### src/logic/decodeExecPkg.sv
`default_nettype none

package decodeExecPkg;

    // primary opcodes
    localparam logic [5:0] OpSpecial = 6'h00;
    localparam logic [5:0] OpAddiu   = 6'h09;
    localparam logic [5:0] OpOri     = 6'h0d;
    localparam logic [5:0] OpLui     = 6'h0f;

    // SPECIAL funct field
    localparam logic [5:0] FnSll  = 6'h00;
    localparam logic [5:0] FnMfhi = 6'h10;
    localparam logic [5:0] FnMflo = 6'h12;
    localparam logic [5:0] FnDivu = 6'h1b;
    localparam logic [5:0] FnAddu = 6'h21;
    localparam logic [5:0] FnSubu = 6'h23;
    localparam logic [5:0] FnAnd  = 6'h24;
    localparam logic [5:0] FnOr   = 6'h25;
    localparam logic [5:0] FnSlt  = 6'h2a;

    // ALU codes, zero is the bubble value
    localparam int AluOpWidth = 4;
    localparam logic [AluOpWidth-1:0] AluNone = 4'h0;
    localparam logic [AluOpWidth-1:0] AluAdd  = 4'h1;
    localparam logic [AluOpWidth-1:0] AluSub  = 4'h2;
    localparam logic [AluOpWidth-1:0] AluAnd  = 4'h3;
    localparam logic [AluOpWidth-1:0] AluOr   = 4'h4;
    localparam logic [AluOpWidth-1:0] AluSlt  = 4'h5;
    localparam logic [AluOpWidth-1:0] AluSll  = 4'h6;
    localparam logic [AluOpWidth-1:0] AluLui  = 4'h7;

    // write-back source override
    localparam logic [1:0] HiloNone = 2'd0;
    localparam logic [1:0] HiloHi   = 2'd1;
    localparam logic [1:0] HiloLo   = 2'd2;

    // one restoring step per quotient bit
    localparam int DivCycles = 32;

    typedef struct packed {
        logic [5:0] op;
        logic [4:0] rs;
        logic [4:0] rt;
        logic [4:0] rd;
        logic [4:0] sa;
        logic [5:0] funct;
    } rFields;

    typedef struct packed {
        logic [5:0]  op;
        logic [4:0]  rs;
        logic [4:0]  rt;
        logic [15:0] imm;
    } iFields;

    typedef union packed {
        rFields r;
        iFields i;
    } instrWord;

endpackage

`default_nettype wire
### src/logic/decodeExecTop.sv
`timescale 1ns/10ps
`default_nettype none

module decodeExecTop (
    input  wire         clk,
    input  wire         rstN,
    input  wire  [31:0] instr,
    input  wire         instrValid,
    input  wire         flush,
    output logic        stall,
    output logic        wbEn,
    output logic [4:0]  wbReg,
    output logic [31:0] wbData
);

    // decode stage
    logic [4:0]  rsAddr;
    logic [4:0]  rtAddr;
    logic [4:0]  destRegD;
    logic [4:0]  saD;
    logic [31:0] immD;
    logic [31:0] rd1D;
    logic [31:0] rd2D;
    logic [decodeExecPkg::AluOpWidth-1:0] aluOpD;
    logic        aluImmSelD;
    logic        regWriteEnD;
    logic [1:0]  hiloSelD;
    logic        divStartD;

    // execute stage
    logic [31:0] rd1E;
    logic [31:0] rd2E;
    logic [31:0] immE;
    logic [4:0]  saE;
    logic [4:0]  destRegE;
    logic [decodeExecPkg::AluOpWidth-1:0] aluOpE;
    logic        aluImmSelE;
    logic        regWriteEE;
    logic [1:0]  hiloSelE;
    logic        divStartE;
    logic        divLoad;
    logic        divStep;
    logic        divWrite;

    mainDecoder uMainDecoder (
        .instr(instr), .rsAddr(rsAddr), .rtAddr(rtAddr), .destReg(destRegD), .sa(saD),
        .immExt(immD), .aluOp(aluOpD), .aluImmSel(aluImmSelD), .regWriteEn(regWriteEnD),
        .hiloSel(hiloSelD), .divStart(divStartD)
    );

    // write port is fed straight from the execute write-back
    regFile uRegFile (
        .clk(clk), .rstN(rstN), .rsAddr(rsAddr), .rtAddr(rtAddr), .writeEn(wbEn),
        .writeAddr(wbReg), .writeData(wbData), .rd1(rd1D), .rd2(rd2D)
    );

    idEx uIdEx (
        .clk(clk), .rstN(rstN), .stall(stall), .flush(flush), .instrValid(instrValid),
        .rd1D(rd1D), .rd2D(rd2D), .immD(immD), .saD(saD), .destRegD(destRegD),
        .aluOpD(aluOpD), .aluImmSelD(aluImmSelD), .regWriteEnD(regWriteEnD),
        .hiloSelD(hiloSelD), .divStartD(divStartD), .rd1E(rd1E), .rd2E(rd2E), .immE(immE),
        .saE(saE), .destRegE(destRegE), .aluOpE(aluOpE), .aluImmSelE(aluImmSelE),
        .regWriteEE(regWriteEE), .hiloSelE(hiloSelE), .divStartE(divStartE)
    );

    divSequencer uDivSequencer (
        .clk(clk), .rstN(rstN), .divStartE(divStartE), .divLoad(divLoad),
        .divStep(divStep), .divWrite(divWrite), .stall(stall)
    );

    execUnit uExecUnit (
        .clk(clk), .rstN(rstN), .rd1E(rd1E), .rd2E(rd2E), .immE(immE), .saE(saE),
        .destRegE(destRegE), .aluOpE(aluOpE), .aluImmSelE(aluImmSelE),
        .regWriteEE(regWriteEE), .hiloSelE(hiloSelE), .divLoad(divLoad),
        .divStep(divStep), .divWrite(divWrite), .wbEn(wbEn), .wbReg(wbReg), .wbData(wbData)
    );

endmodule

`default_nettype wire

### src/logic/execUnit.sv
`timescale 1ns/10ps
`default_nettype none

module execUnit (
    input  wire                                      clk,
    input  wire                                      rstN,
    input  wire  [31:0]                              rd1E,
    input  wire  [31:0]                              rd2E,
    input  wire  [31:0]                              immE,
    input  wire  [4:0]                               saE,
    input  wire  [4:0]                               destRegE,
    input  wire  [decodeExecPkg::AluOpWidth-1:0]     aluOpE,
    input  wire                                      aluImmSelE,
    input  wire                                      regWriteEE,
    input  wire  [1:0]                               hiloSelE,
    input  wire                                      divLoad,
    input  wire                                      divStep,
    input  wire                                      divWrite,
    output logic                                     wbEn,
    output logic [4:0]                               wbReg,
    output logic [31:0]                              wbData
);

    logic [31:0] opB;
    logic [31:0] aluResult;
    logic [31:0] hiReg;
    logic [31:0] loReg;
    logic [31:0] remReg;
    logic [31:0] divisorReg;
    logic [decodeExecPkg::DivCycles-1:0] quoReg;
    logic [32:0] remShift;
    logic [32:0] remDiff;

    assign opB = aluImmSelE ? immE : rd2E;

    always_comb begin
        case (aluOpE)
            decodeExecPkg::AluAdd: aluResult = rd1E + opB;
            decodeExecPkg::AluSub: aluResult = rd1E - opB;
            decodeExecPkg::AluAnd: aluResult = rd1E & opB;
            decodeExecPkg::AluOr:  aluResult = rd1E | opB;
            decodeExecPkg::AluSlt: aluResult = {31'd0, $signed(rd1E) < $signed(opB)};
            decodeExecPkg::AluSll: aluResult = rd2E << saE;
            // immediate already sits in the upper half
            decodeExecPkg::AluLui: aluResult = immE;
            default:               aluResult = 32'd0;
        endcase
    end

    // restoring step: bring in next dividend bit, subtract if it fits
    assign remShift = {remReg, quoReg[decodeExecPkg::DivCycles-1]};
    assign remDiff  = remShift - {1'b0, divisorReg};

    always_ff @(posedge clk) begin
        if (divLoad) begin
            remReg     <= 32'd0;
            quoReg     <= rd1E;
            divisorReg <= rd2E;
        end else if (divStep) begin
            // zero divisor never borrows, giving all-ones quotient
            if (!remDiff[32]) begin
                remReg <= remDiff[31:0];
                quoReg <= {quoReg[decodeExecPkg::DivCycles-2:0], 1'b1};
            end else begin
                remReg <= remShift[31:0];
                quoReg <= {quoReg[decodeExecPkg::DivCycles-2:0], 1'b0};
            end
        end
    end

    always_ff @(posedge clk or negedge rstN) begin
        if (!rstN) begin
            hiReg <= 32'd0;
            loReg <= 32'd0;
        end else if (divWrite) begin
            hiReg <= remReg;
            loReg <= quoReg;
        end
    end

    assign wbEn   = regWriteEE & (destRegE != 5'd0);
    assign wbReg  = destRegE;
    assign wbData = (hiloSelE == decodeExecPkg::HiloHi) ? hiReg :
                    (hiloSelE == decodeExecPkg::HiloLo) ? loReg : aluResult;

endmodule

`default_nettype wire

### src/logic/divSequencer.sv
`timescale 1ns/10ps
`default_nettype none

module divSequencer (
    input  wire  clk,
    input  wire  rstN,
    input  wire  divStartE,
    output logic divLoad,
    output logic divStep,
    output logic divWrite,
    output logic stall
);

    // idle when neither running nor finishing
    logic running;
    logic finishing;
    logic idle;
    logic [$clog2(decodeExecPkg::DivCycles)-1:0] stepCnt;

    assign idle = ~running & ~finishing;

    always_ff @(posedge clk or negedge rstN) begin
        if (!rstN) begin
            running   <= 1'b0;
            finishing <= 1'b0;
            stepCnt   <= '0;
        end else begin
            finishing <= 1'b0;
            if (running) begin
                if (stepCnt == '0) begin
                    running   <= 1'b0;
                    finishing <= 1'b1;
                end else begin
                    stepCnt <= stepCnt - 1'b1;
                end
            end else if (idle && divStartE) begin
                // count down so run lasts exactly DivCycles
                running <= 1'b1;
                stepCnt <= $bits(stepCnt)'(decodeExecPkg::DivCycles - 1);
            end
        end
    end

    assign divLoad  = idle & divStartE;
    assign divStep  = running;
    assign divWrite = finishing;
    // held through load and run, released in finish
    assign stall    = divLoad | running;

endmodule

`default_nettype wire

### src/logic/idEx.sv
`timescale 1ns/10ps
`default_nettype none

module idEx (
    input  wire                                      clk,
    input  wire                                      rstN,
    input  wire                                      stall,
    input  wire                                      flush,
    input  wire                                      instrValid,
    input  wire  [31:0]                              rd1D,
    input  wire  [31:0]                              rd2D,
    input  wire  [31:0]                              immD,
    input  wire  [4:0]                               saD,
    input  wire  [4:0]                               destRegD,
    input  wire  [decodeExecPkg::AluOpWidth-1:0]     aluOpD,
    input  wire                                      aluImmSelD,
    input  wire                                      regWriteEnD,
    input  wire  [1:0]                               hiloSelD,
    input  wire                                      divStartD,
    output logic [31:0]                              rd1E,
    output logic [31:0]                              rd2E,
    output logic [31:0]                              immE,
    output logic [4:0]                               saE,
    output logic [4:0]                               destRegE,
    output logic [decodeExecPkg::AluOpWidth-1:0]     aluOpE,
    output logic                                     aluImmSelE,
    output logic                                     regWriteEE,
    output logic [1:0]                               hiloSelE,
    output logic                                     divStartE
);

    // flush has priority over stall
    // no valid word while not stalled gives a bubble
    logic loadBubble;

    assign loadBubble = flush | (~instrValid & ~stall);

    always_ff @(posedge clk or negedge rstN) begin
        if (!rstN) begin
            {rd1E, rd2E, immE, saE, destRegE} <= '0;
            {aluOpE, aluImmSelE, regWriteEE, hiloSelE, divStartE} <= '0;
        end else if (loadBubble) begin
            {rd1E, rd2E, immE, saE, destRegE} <= '0;
            {aluOpE, aluImmSelE, regWriteEE, hiloSelE, divStartE} <= '0;
        end else if (!stall) begin
            rd1E       <= rd1D;
            rd2E       <= rd2D;
            immE       <= immD;
            saE        <= saD;
            destRegE   <= destRegD;
            aluOpE     <= aluOpD;
            aluImmSelE <= aluImmSelD;
            regWriteEE <= regWriteEnD;
            hiloSelE   <= hiloSelD;
            divStartE  <= divStartD;
        end
    end

endmodule

`default_nettype wire

### src/logic/regFile.sv
`timescale 1ns/10ps
`default_nettype none

module regFile (
    input  wire         clk,
    input  wire         rstN,
    input  wire  [4:0]  rsAddr,
    input  wire  [4:0]  rtAddr,
    input  wire         writeEn,
    input  wire  [4:0]  writeAddr,
    input  wire  [31:0] writeData,
    output logic [31:0] rd1,
    output logic [31:0] rd2
);

    logic [31:0] regs [32];

    always_ff @(posedge clk or negedge rstN) begin
        if (!rstN) begin
            for (int i = 0; i < 32; i++) begin
                regs[i] <= 32'd0;
            end
        end else if (writeEn && writeAddr != 5'd0) begin
            regs[writeAddr] <= writeData;
        end
    end

    // write-through, decode sees this cycle's write-back
    assign rd1 = (rsAddr == 5'd0) ? 32'd0 :
                 (writeEn && writeAddr == rsAddr) ? writeData : regs[rsAddr];
    assign rd2 = (rtAddr == 5'd0) ? 32'd0 :
                 (writeEn && writeAddr == rtAddr) ? writeData : regs[rtAddr];

endmodule

`default_nettype wire

### src/logic/mainDecoder.sv
`timescale 1ns/10ps
`default_nettype none

module mainDecoder (
    input  wire decodeExecPkg::instrWord             instr,
    output logic [4:0]                               rsAddr,
    output logic [4:0]                               rtAddr,
    output logic [4:0]                               destReg,
    output logic [4:0]                               sa,
    output logic [31:0]                              immExt,
    output logic [decodeExecPkg::AluOpWidth-1:0]     aluOp,
    output logic                                     aluImmSel,
    output logic                                     regWriteEn,
    output logic [1:0]                               hiloSel,
    output logic                                     divStart
);

    always_comb begin
        rsAddr     = instr.r.rs;
        rtAddr     = instr.r.rt;
        destReg    = 5'd0;
        sa         = 5'd0;
        immExt     = 32'd0;
        aluOp      = decodeExecPkg::AluNone;
        aluImmSel  = 1'b0;
        regWriteEn = 1'b0;
        hiloSel    = decodeExecPkg::HiloNone;
        divStart   = 1'b0;

        if (instr.r.op == decodeExecPkg::OpSpecial) begin
            // R-type result goes to rd
            destReg    = instr.r.rd;
            sa         = instr.r.sa;
            regWriteEn = 1'b1;
            case (instr.r.funct)
                decodeExecPkg::FnSll:  aluOp = decodeExecPkg::AluSll;
                decodeExecPkg::FnAddu: aluOp = decodeExecPkg::AluAdd;
                decodeExecPkg::FnSubu: aluOp = decodeExecPkg::AluSub;
                decodeExecPkg::FnAnd:  aluOp = decodeExecPkg::AluAnd;
                decodeExecPkg::FnOr:   aluOp = decodeExecPkg::AluOr;
                decodeExecPkg::FnSlt:  aluOp = decodeExecPkg::AluSlt;
                decodeExecPkg::FnMfhi: hiloSel = decodeExecPkg::HiloHi;
                decodeExecPkg::FnMflo: hiloSel = decodeExecPkg::HiloLo;
                decodeExecPkg::FnDivu: begin
                    // only HI/LO change
                    regWriteEn = 1'b0;
                    divStart   = 1'b1;
                end
                default: regWriteEn = 1'b0;
            endcase
        end else begin
            // I-type result goes to rt
            destReg    = instr.i.rt;
            aluImmSel  = 1'b1;
            regWriteEn = 1'b1;
            case (instr.i.op)
                decodeExecPkg::OpAddiu: begin
                    aluOp  = decodeExecPkg::AluAdd;
                    immExt = {{16{instr.i.imm[15]}}, instr.i.imm};
                end
                decodeExecPkg::OpOri: begin
                    aluOp  = decodeExecPkg::AluOr;
                    immExt = {16'd0, instr.i.imm};
                end
                decodeExecPkg::OpLui: begin
                    aluOp  = decodeExecPkg::AluLui;
                    immExt = {instr.i.imm, 16'd0};
                end
                default: regWriteEn = 1'b0;
            endcase
        end
    end

endmodule

`default_nettype wire

### config.mk
export PLATFORM = sky130hd
export DESIGN_NAME = decodeExecTop
export DESIGN_NICKNAME = d
export VERILOG_FILES = /design/src/logic/decodeExecPkg.sv /design/src/logic/decodeExecTop.sv /design/src/logic/execUnit.sv /design/src/logic/divSequencer.sv /design/src/logic/idEx.sv /design/src/logic/regFile.sv /design/src/logic/mainDecoder.sv
export SDC_FILE = /design/constraint.sdc
export NUM_CORES = 2
export LEC_CHECK = 0
export ABC_CLOCK_PERIOD_IN_PS = 5450
export BUFFER_PORTS_ARGS = -buffer_cell sky130_fd_sc_hd__clkbuf_2
export CAP_MARGIN = 20
export CORE_MARGIN = 10
export CORE_UTILIZATION = 45
export CTS_CLUSTER_SIZE = 24
export DETAILED_ROUTE_END_ITERATION = 16
export PLACE_DENSITY = 0.57
export SLEW_MARGIN = 30
export SYNTH_ARGS = -nofsm -noshare
export SYNTH_HDL_FRONTEND = slang
export SYNTH_SLANG_ARGS = --single-unit
### constraint.sdc
create_clock -name clk -period 5.45 [get_ports clk]
set_input_delay 0.2725 -clock clk [delete_from_list [all_inputs] [get_ports clk]]
set_output_delay 0.2725 -clock clk [all_outputs]
set_load 0.01 [all_outputs]
==> metrics <==
drt wl/cell 29.9 µm; normalized max-slew margin 29.2%; count of flip-flops with a built-in enable after synthesis 64; class of the tightest hold or removal check input pin to flip-flop; Pre-Repair DR Iteration Count 6; critical path startpoint category flip-flop; Routed WL 278 mm; setup repair after global routing missed its margin true; Distinct cells, synth 88; Clock Pin Slew Worst Setup and Hold Paths 60 ps; initial antenna violation count 17; area growth from synthesis to final layout 12.2%; Sinks on Clock Net 1305; final setup violation count 1; final sum of negative setup slack -40.2 ps; Cell Count Post-Placement 8982; portion of the clock cycle consumed by the worst path in the final layout 101%; library cell used as clock root buffer sky130_fd_sc_hd__clkbuf_16; ys async rst share 92.6%; Setup crit start uIdEx.aluImmSelE; H-tree Lvls 4; ranking of synthesized cells by area sky130_fd_sc_hd__dfrtp_1 (41%), sky130_fd_sc_hd__mux4_2 (14%), sky130_fd_sc_hd__o21ai_0 (7.1%), sky130_fd_sc_hd__nand2_1 (5.6%), sky130_fd_sc_hd__mux2i_1 (4.3%); crit path time final 5490 ps; Final Instance Count excl. Fillers 9296; kind of end point of the critical path primary output; number of clock buffers inserted by TritonCTS 149; synthesized netlist net count 7353; count of pins on the block boundary 75; CTS tree yes; number of port buffers 74; layout cell share with drive strength beyond 1 20.4%; kind of critical path flip-flop to primary output; cell area power density 260 mW/mm²; number of vias after detailed routing 59400; critical path data required time 5180 ps; global route total overflow 0; global-route wire length before repair 409 mm; Clk Latency, worst-skew pair 840 ps; Synth top area share 40.6%; max-slew violation count 0; worst path setup slack after routing -40.2 ps; P_leak 0.0356 µW; maximum number of pins on one net before global-route repair 151; via density per instance 6.39; cell family with the largest share of critical-path delay compound AO/OA/AOI/OAI gates; effective utilization at floorplan 45.2%; routability cong. 1.02; Worst Clk Skew 63.1 ps; worst supply voltage drop on vdd 0.321 mV; Die Outline Area 0.182 mm²; worst-path maximum fanout 25; run status complete, but fails checks; Mapped Cells 7164; First DRT Iteration DRCs 6494; total power consumption of the routed design 21700 µW; Hold Fails Final Rpt 0; failing checks setup timing; total global-route track usage 30.2%; detailed placement HPWL 179 mm; largest area contributor in the netlist sky130_fd_sc_hd__dfrtp_1; register area share after synthesis 44.1%; vias in the first global route 58300; cell area after synthesis 0.0745 mm²; number of violations of the max-capacitance limit 0; master of the slowest instance on the critical path sky130_fd_sc_hd__a222oi_1; CTS max path bufs 3; dominant synthesized flop cell sky130_fd_sc_hd__dfrtp_1; worst path buffer plus inverter count 5; count of state elements after synthesis 1305; die boundary width 427 µm; remaining antenna violation count after routing 0; count of yosys warnings during synthesis 0; Cell Chain, Critical Path buf_12 > mux2i_1 > ha_1 > inv_1 > a21o_1 > a41oi_1 > a21oi_2 > nor2_1 > o2111ai_1 > a311oi_1 > o21ai_1 > a222oi_1 > buf_12 > inv_1 > clkbuf_2; largest stage delay on the critical path 640 ps; synthesized area per cell 10.4 µm²; number of nets at the end of the flow 7176; number of design rule violations left after detail routing 0; cell area after layout 0.0836 mm²; pin slew with the least headroom to its limit 1050 ps; CORE AREA 0.165 mm²; highest clock rate 182 MHz; total cell area at the placement stage 0.0778 mm²; row cnt 149; startpoint of the lowest-slack register-to-register path uIdEx.aluImmSelE; dpl ws 479 ps; crit path DAT 5220 ps; hold path startpoint instr[27]; vertical extent of the die 427 µm
==> per-layer routing <==
metal	vias up	share of wire, %	global-route usage, %
met4	8	4.5	12.5
met5	-	0.015	0
met1	30300	43	42.3
li1	25900	-	-
met3	592	8.3	6.26
met2	2619	44	45.6
==> power by group <==
| group | switching [µW] | internal (µW) |
|---|---|---|
| clock | 4380 | 5980 |
| combinational | 1060 | 487 |
| sequential | 48.0 | 9770 |
==> worst reg2reg max path, cell delays in order, from the launching register on <==
cell and delay [ps]:
sky130_fd_sc_hd__dfrtp_2 450, sky130_fd_sc_hd__buf_12 220, sky130_fd_sc_hd__mux2i_1 340, sky130_fd_sc_hd__ha_1 340
sky130_fd_sc_hd__inv_1 170, sky130_fd_sc_hd__a21o_1 200, sky130_fd_sc_hd__a41oi_1 350, sky130_fd_sc_hd__a21oi_2 170
sky130_fd_sc_hd__nor2_1 360, sky130_fd_sc_hd__o2111ai_1 190, sky130_fd_sc_hd__a311oi_1 330, sky130_fd_sc_hd__o21ai_1 130
sky130_fd_sc_hd__a222oi_1 640, sky130_fd_sc_hd__buf_12 270, sky130_fd_sc_hd__buf_4 210, sky130_fd_sc_hd__o21ai_1 90
==> cell usage after synthesis, drive strengths merged, types with 79 or more instances <==
cell and n:
mux2 239, nor2 312, a221oi 85, a21oi 350, mux4 475, dfrtp 1209, a22oi 79, o21ai 1123
ha 150, nand2 1106, o31ai 111, clkbuf 565, buf 115, inv 177, mux2i 320
==> logic make-up after synthesis <==
group | Yosys count | synth area share [%]
AND/OR/NAND/NOR | 1655 | 9.07
buffers and inverters | 857 | 4.43
multiplexers | 1034 | 22.3
AO/OA/AOI/OAI | 2108 | 16.9
adder cells (fa/ha/maj) | 153 | 2.60
XOR/XNOR | 52 | 0.612
flip-flops | 1305 | 44.1
==> worst paths after layout <==
path	end	slack (ps)	depth (start not counted)
max in group asynchronous	uRegFile.regs[482]	3200	5
min reg2reg	uRegFile.regs[1014]	400	0
max	wbData[23]	-40	15
min	uIdEx.immE[31]	70	4
max reg2reg	uRegFile.regs[567]	810	15
min in group asynchronous	uRegFile.regs[126]	490	3
==> layout make-up <==
class | instances | area (µm²)
Multi-Input combinational cell | 5002 | 39200
Antenna cell | 8 | 20.0
Sequential cell | 1305 | 32800
Clock inverter | 55 | 736
Clock buffer | 208 | 4230
Fill cell | 14900 | 81200
Inverter | 177 | 668
Tap cell | 2189 | 2740
Timing Repair Buffer | 352 | 3210
==> layout by cell type, fill, tap and decap left out, types with 28 or more instances in the layout <==
master,Yosys,routed
sky130_fd_sc_hd__o21ai_1,37,38
sky130_fd_sc_hd__mux4_2,475,475
sky130_fd_sc_hd__edfxtp_1,64,64
sky130_fd_sc_hd__dfxtp_1,32,32
sky130_fd_sc_hd__clkbuf_16,0,152
sky130_fd_sc_hd__nand2_1,1106,1073
sky130_fd_sc_hd__o221ai_1,48,48
sky130_fd_sc_hd__buf_4,0,207
sky130_fd_sc_hd__ha_1,150,144
sky130_fd_sc_hd__nand2b_1,32,28
sky130_fd_sc_hd__clkbuf_1,564,34
sky130_fd_sc_hd__nand3_1,38,38
sky130_fd_sc_hd__a22o_1,52,52
sky130_fd_sc_hd__a21oi_1,349,339
sky130_fd_sc_hd__nor2_1,312,299
sky130_fd_sc_hd__o21ai_0,1057,1053
sky130_fd_sc_hd__o21ai_2,29,32
sky130_fd_sc_hd__o31ai_1,111,106
sky130_fd_sc_hd__a22oi_1,79,75
sky130_fd_sc_hd__o211ai_1,45,45
sky130_fd_sc_hd__nand2_4,0,30
sky130_fd_sc_hd__inv_1,175,173
sky130_fd_sc_hd__dfrtp_1,1209,1203
sky130_fd_sc_hd__clkbuf_2,1,63
sky130_fd_sc_hd__a221oi_1,83,79
sky130_fd_sc_hd__nor3_1,39,36
sky130_fd_sc_hd__mux2_2,239,239
sky130_fd_sc_hd__buf_12,1,42
sky130_fd_sc_hd__a21o_1,28,28
sky130_fd_sc_hd__mux2i_1,320,311
==> timing repair <==
item | CTS | global route
setup buffers | 3 | 10
hold buffers | 25 | 1
endpoints found under the hold margin | 159 | 21
gates resized for setup | 35 | 22
pin swaps | 10 | 6
cloned | 1 | 0
setup endpoints to repair | 19 | 21
==> stage by stage <==
step                      utilization [%]  hold WS, ps
after floorplan                         -        -23.1
after global placement               47.2          381
after detailed placement             47.2          379
after CTS                            50.5         26.6
after global routing                 50.7          114
final                                50.7         72.8
==> sequential cells by signal, summed over array words and instances, names as in the netlist, 32 cells and up <==
signal,count
uIdEx.rd2E,32
uExecUnit.hiReg,32
uIdEx.immE,32
uRegFile.regs,1024
uExecUnit.quoReg,32
uExecUnit.remReg,32
uExecUnit.divisorReg,32
uExecUnit.loReg,32
uIdEx.rd1E,32
Power figures use the tool's default switching activity.
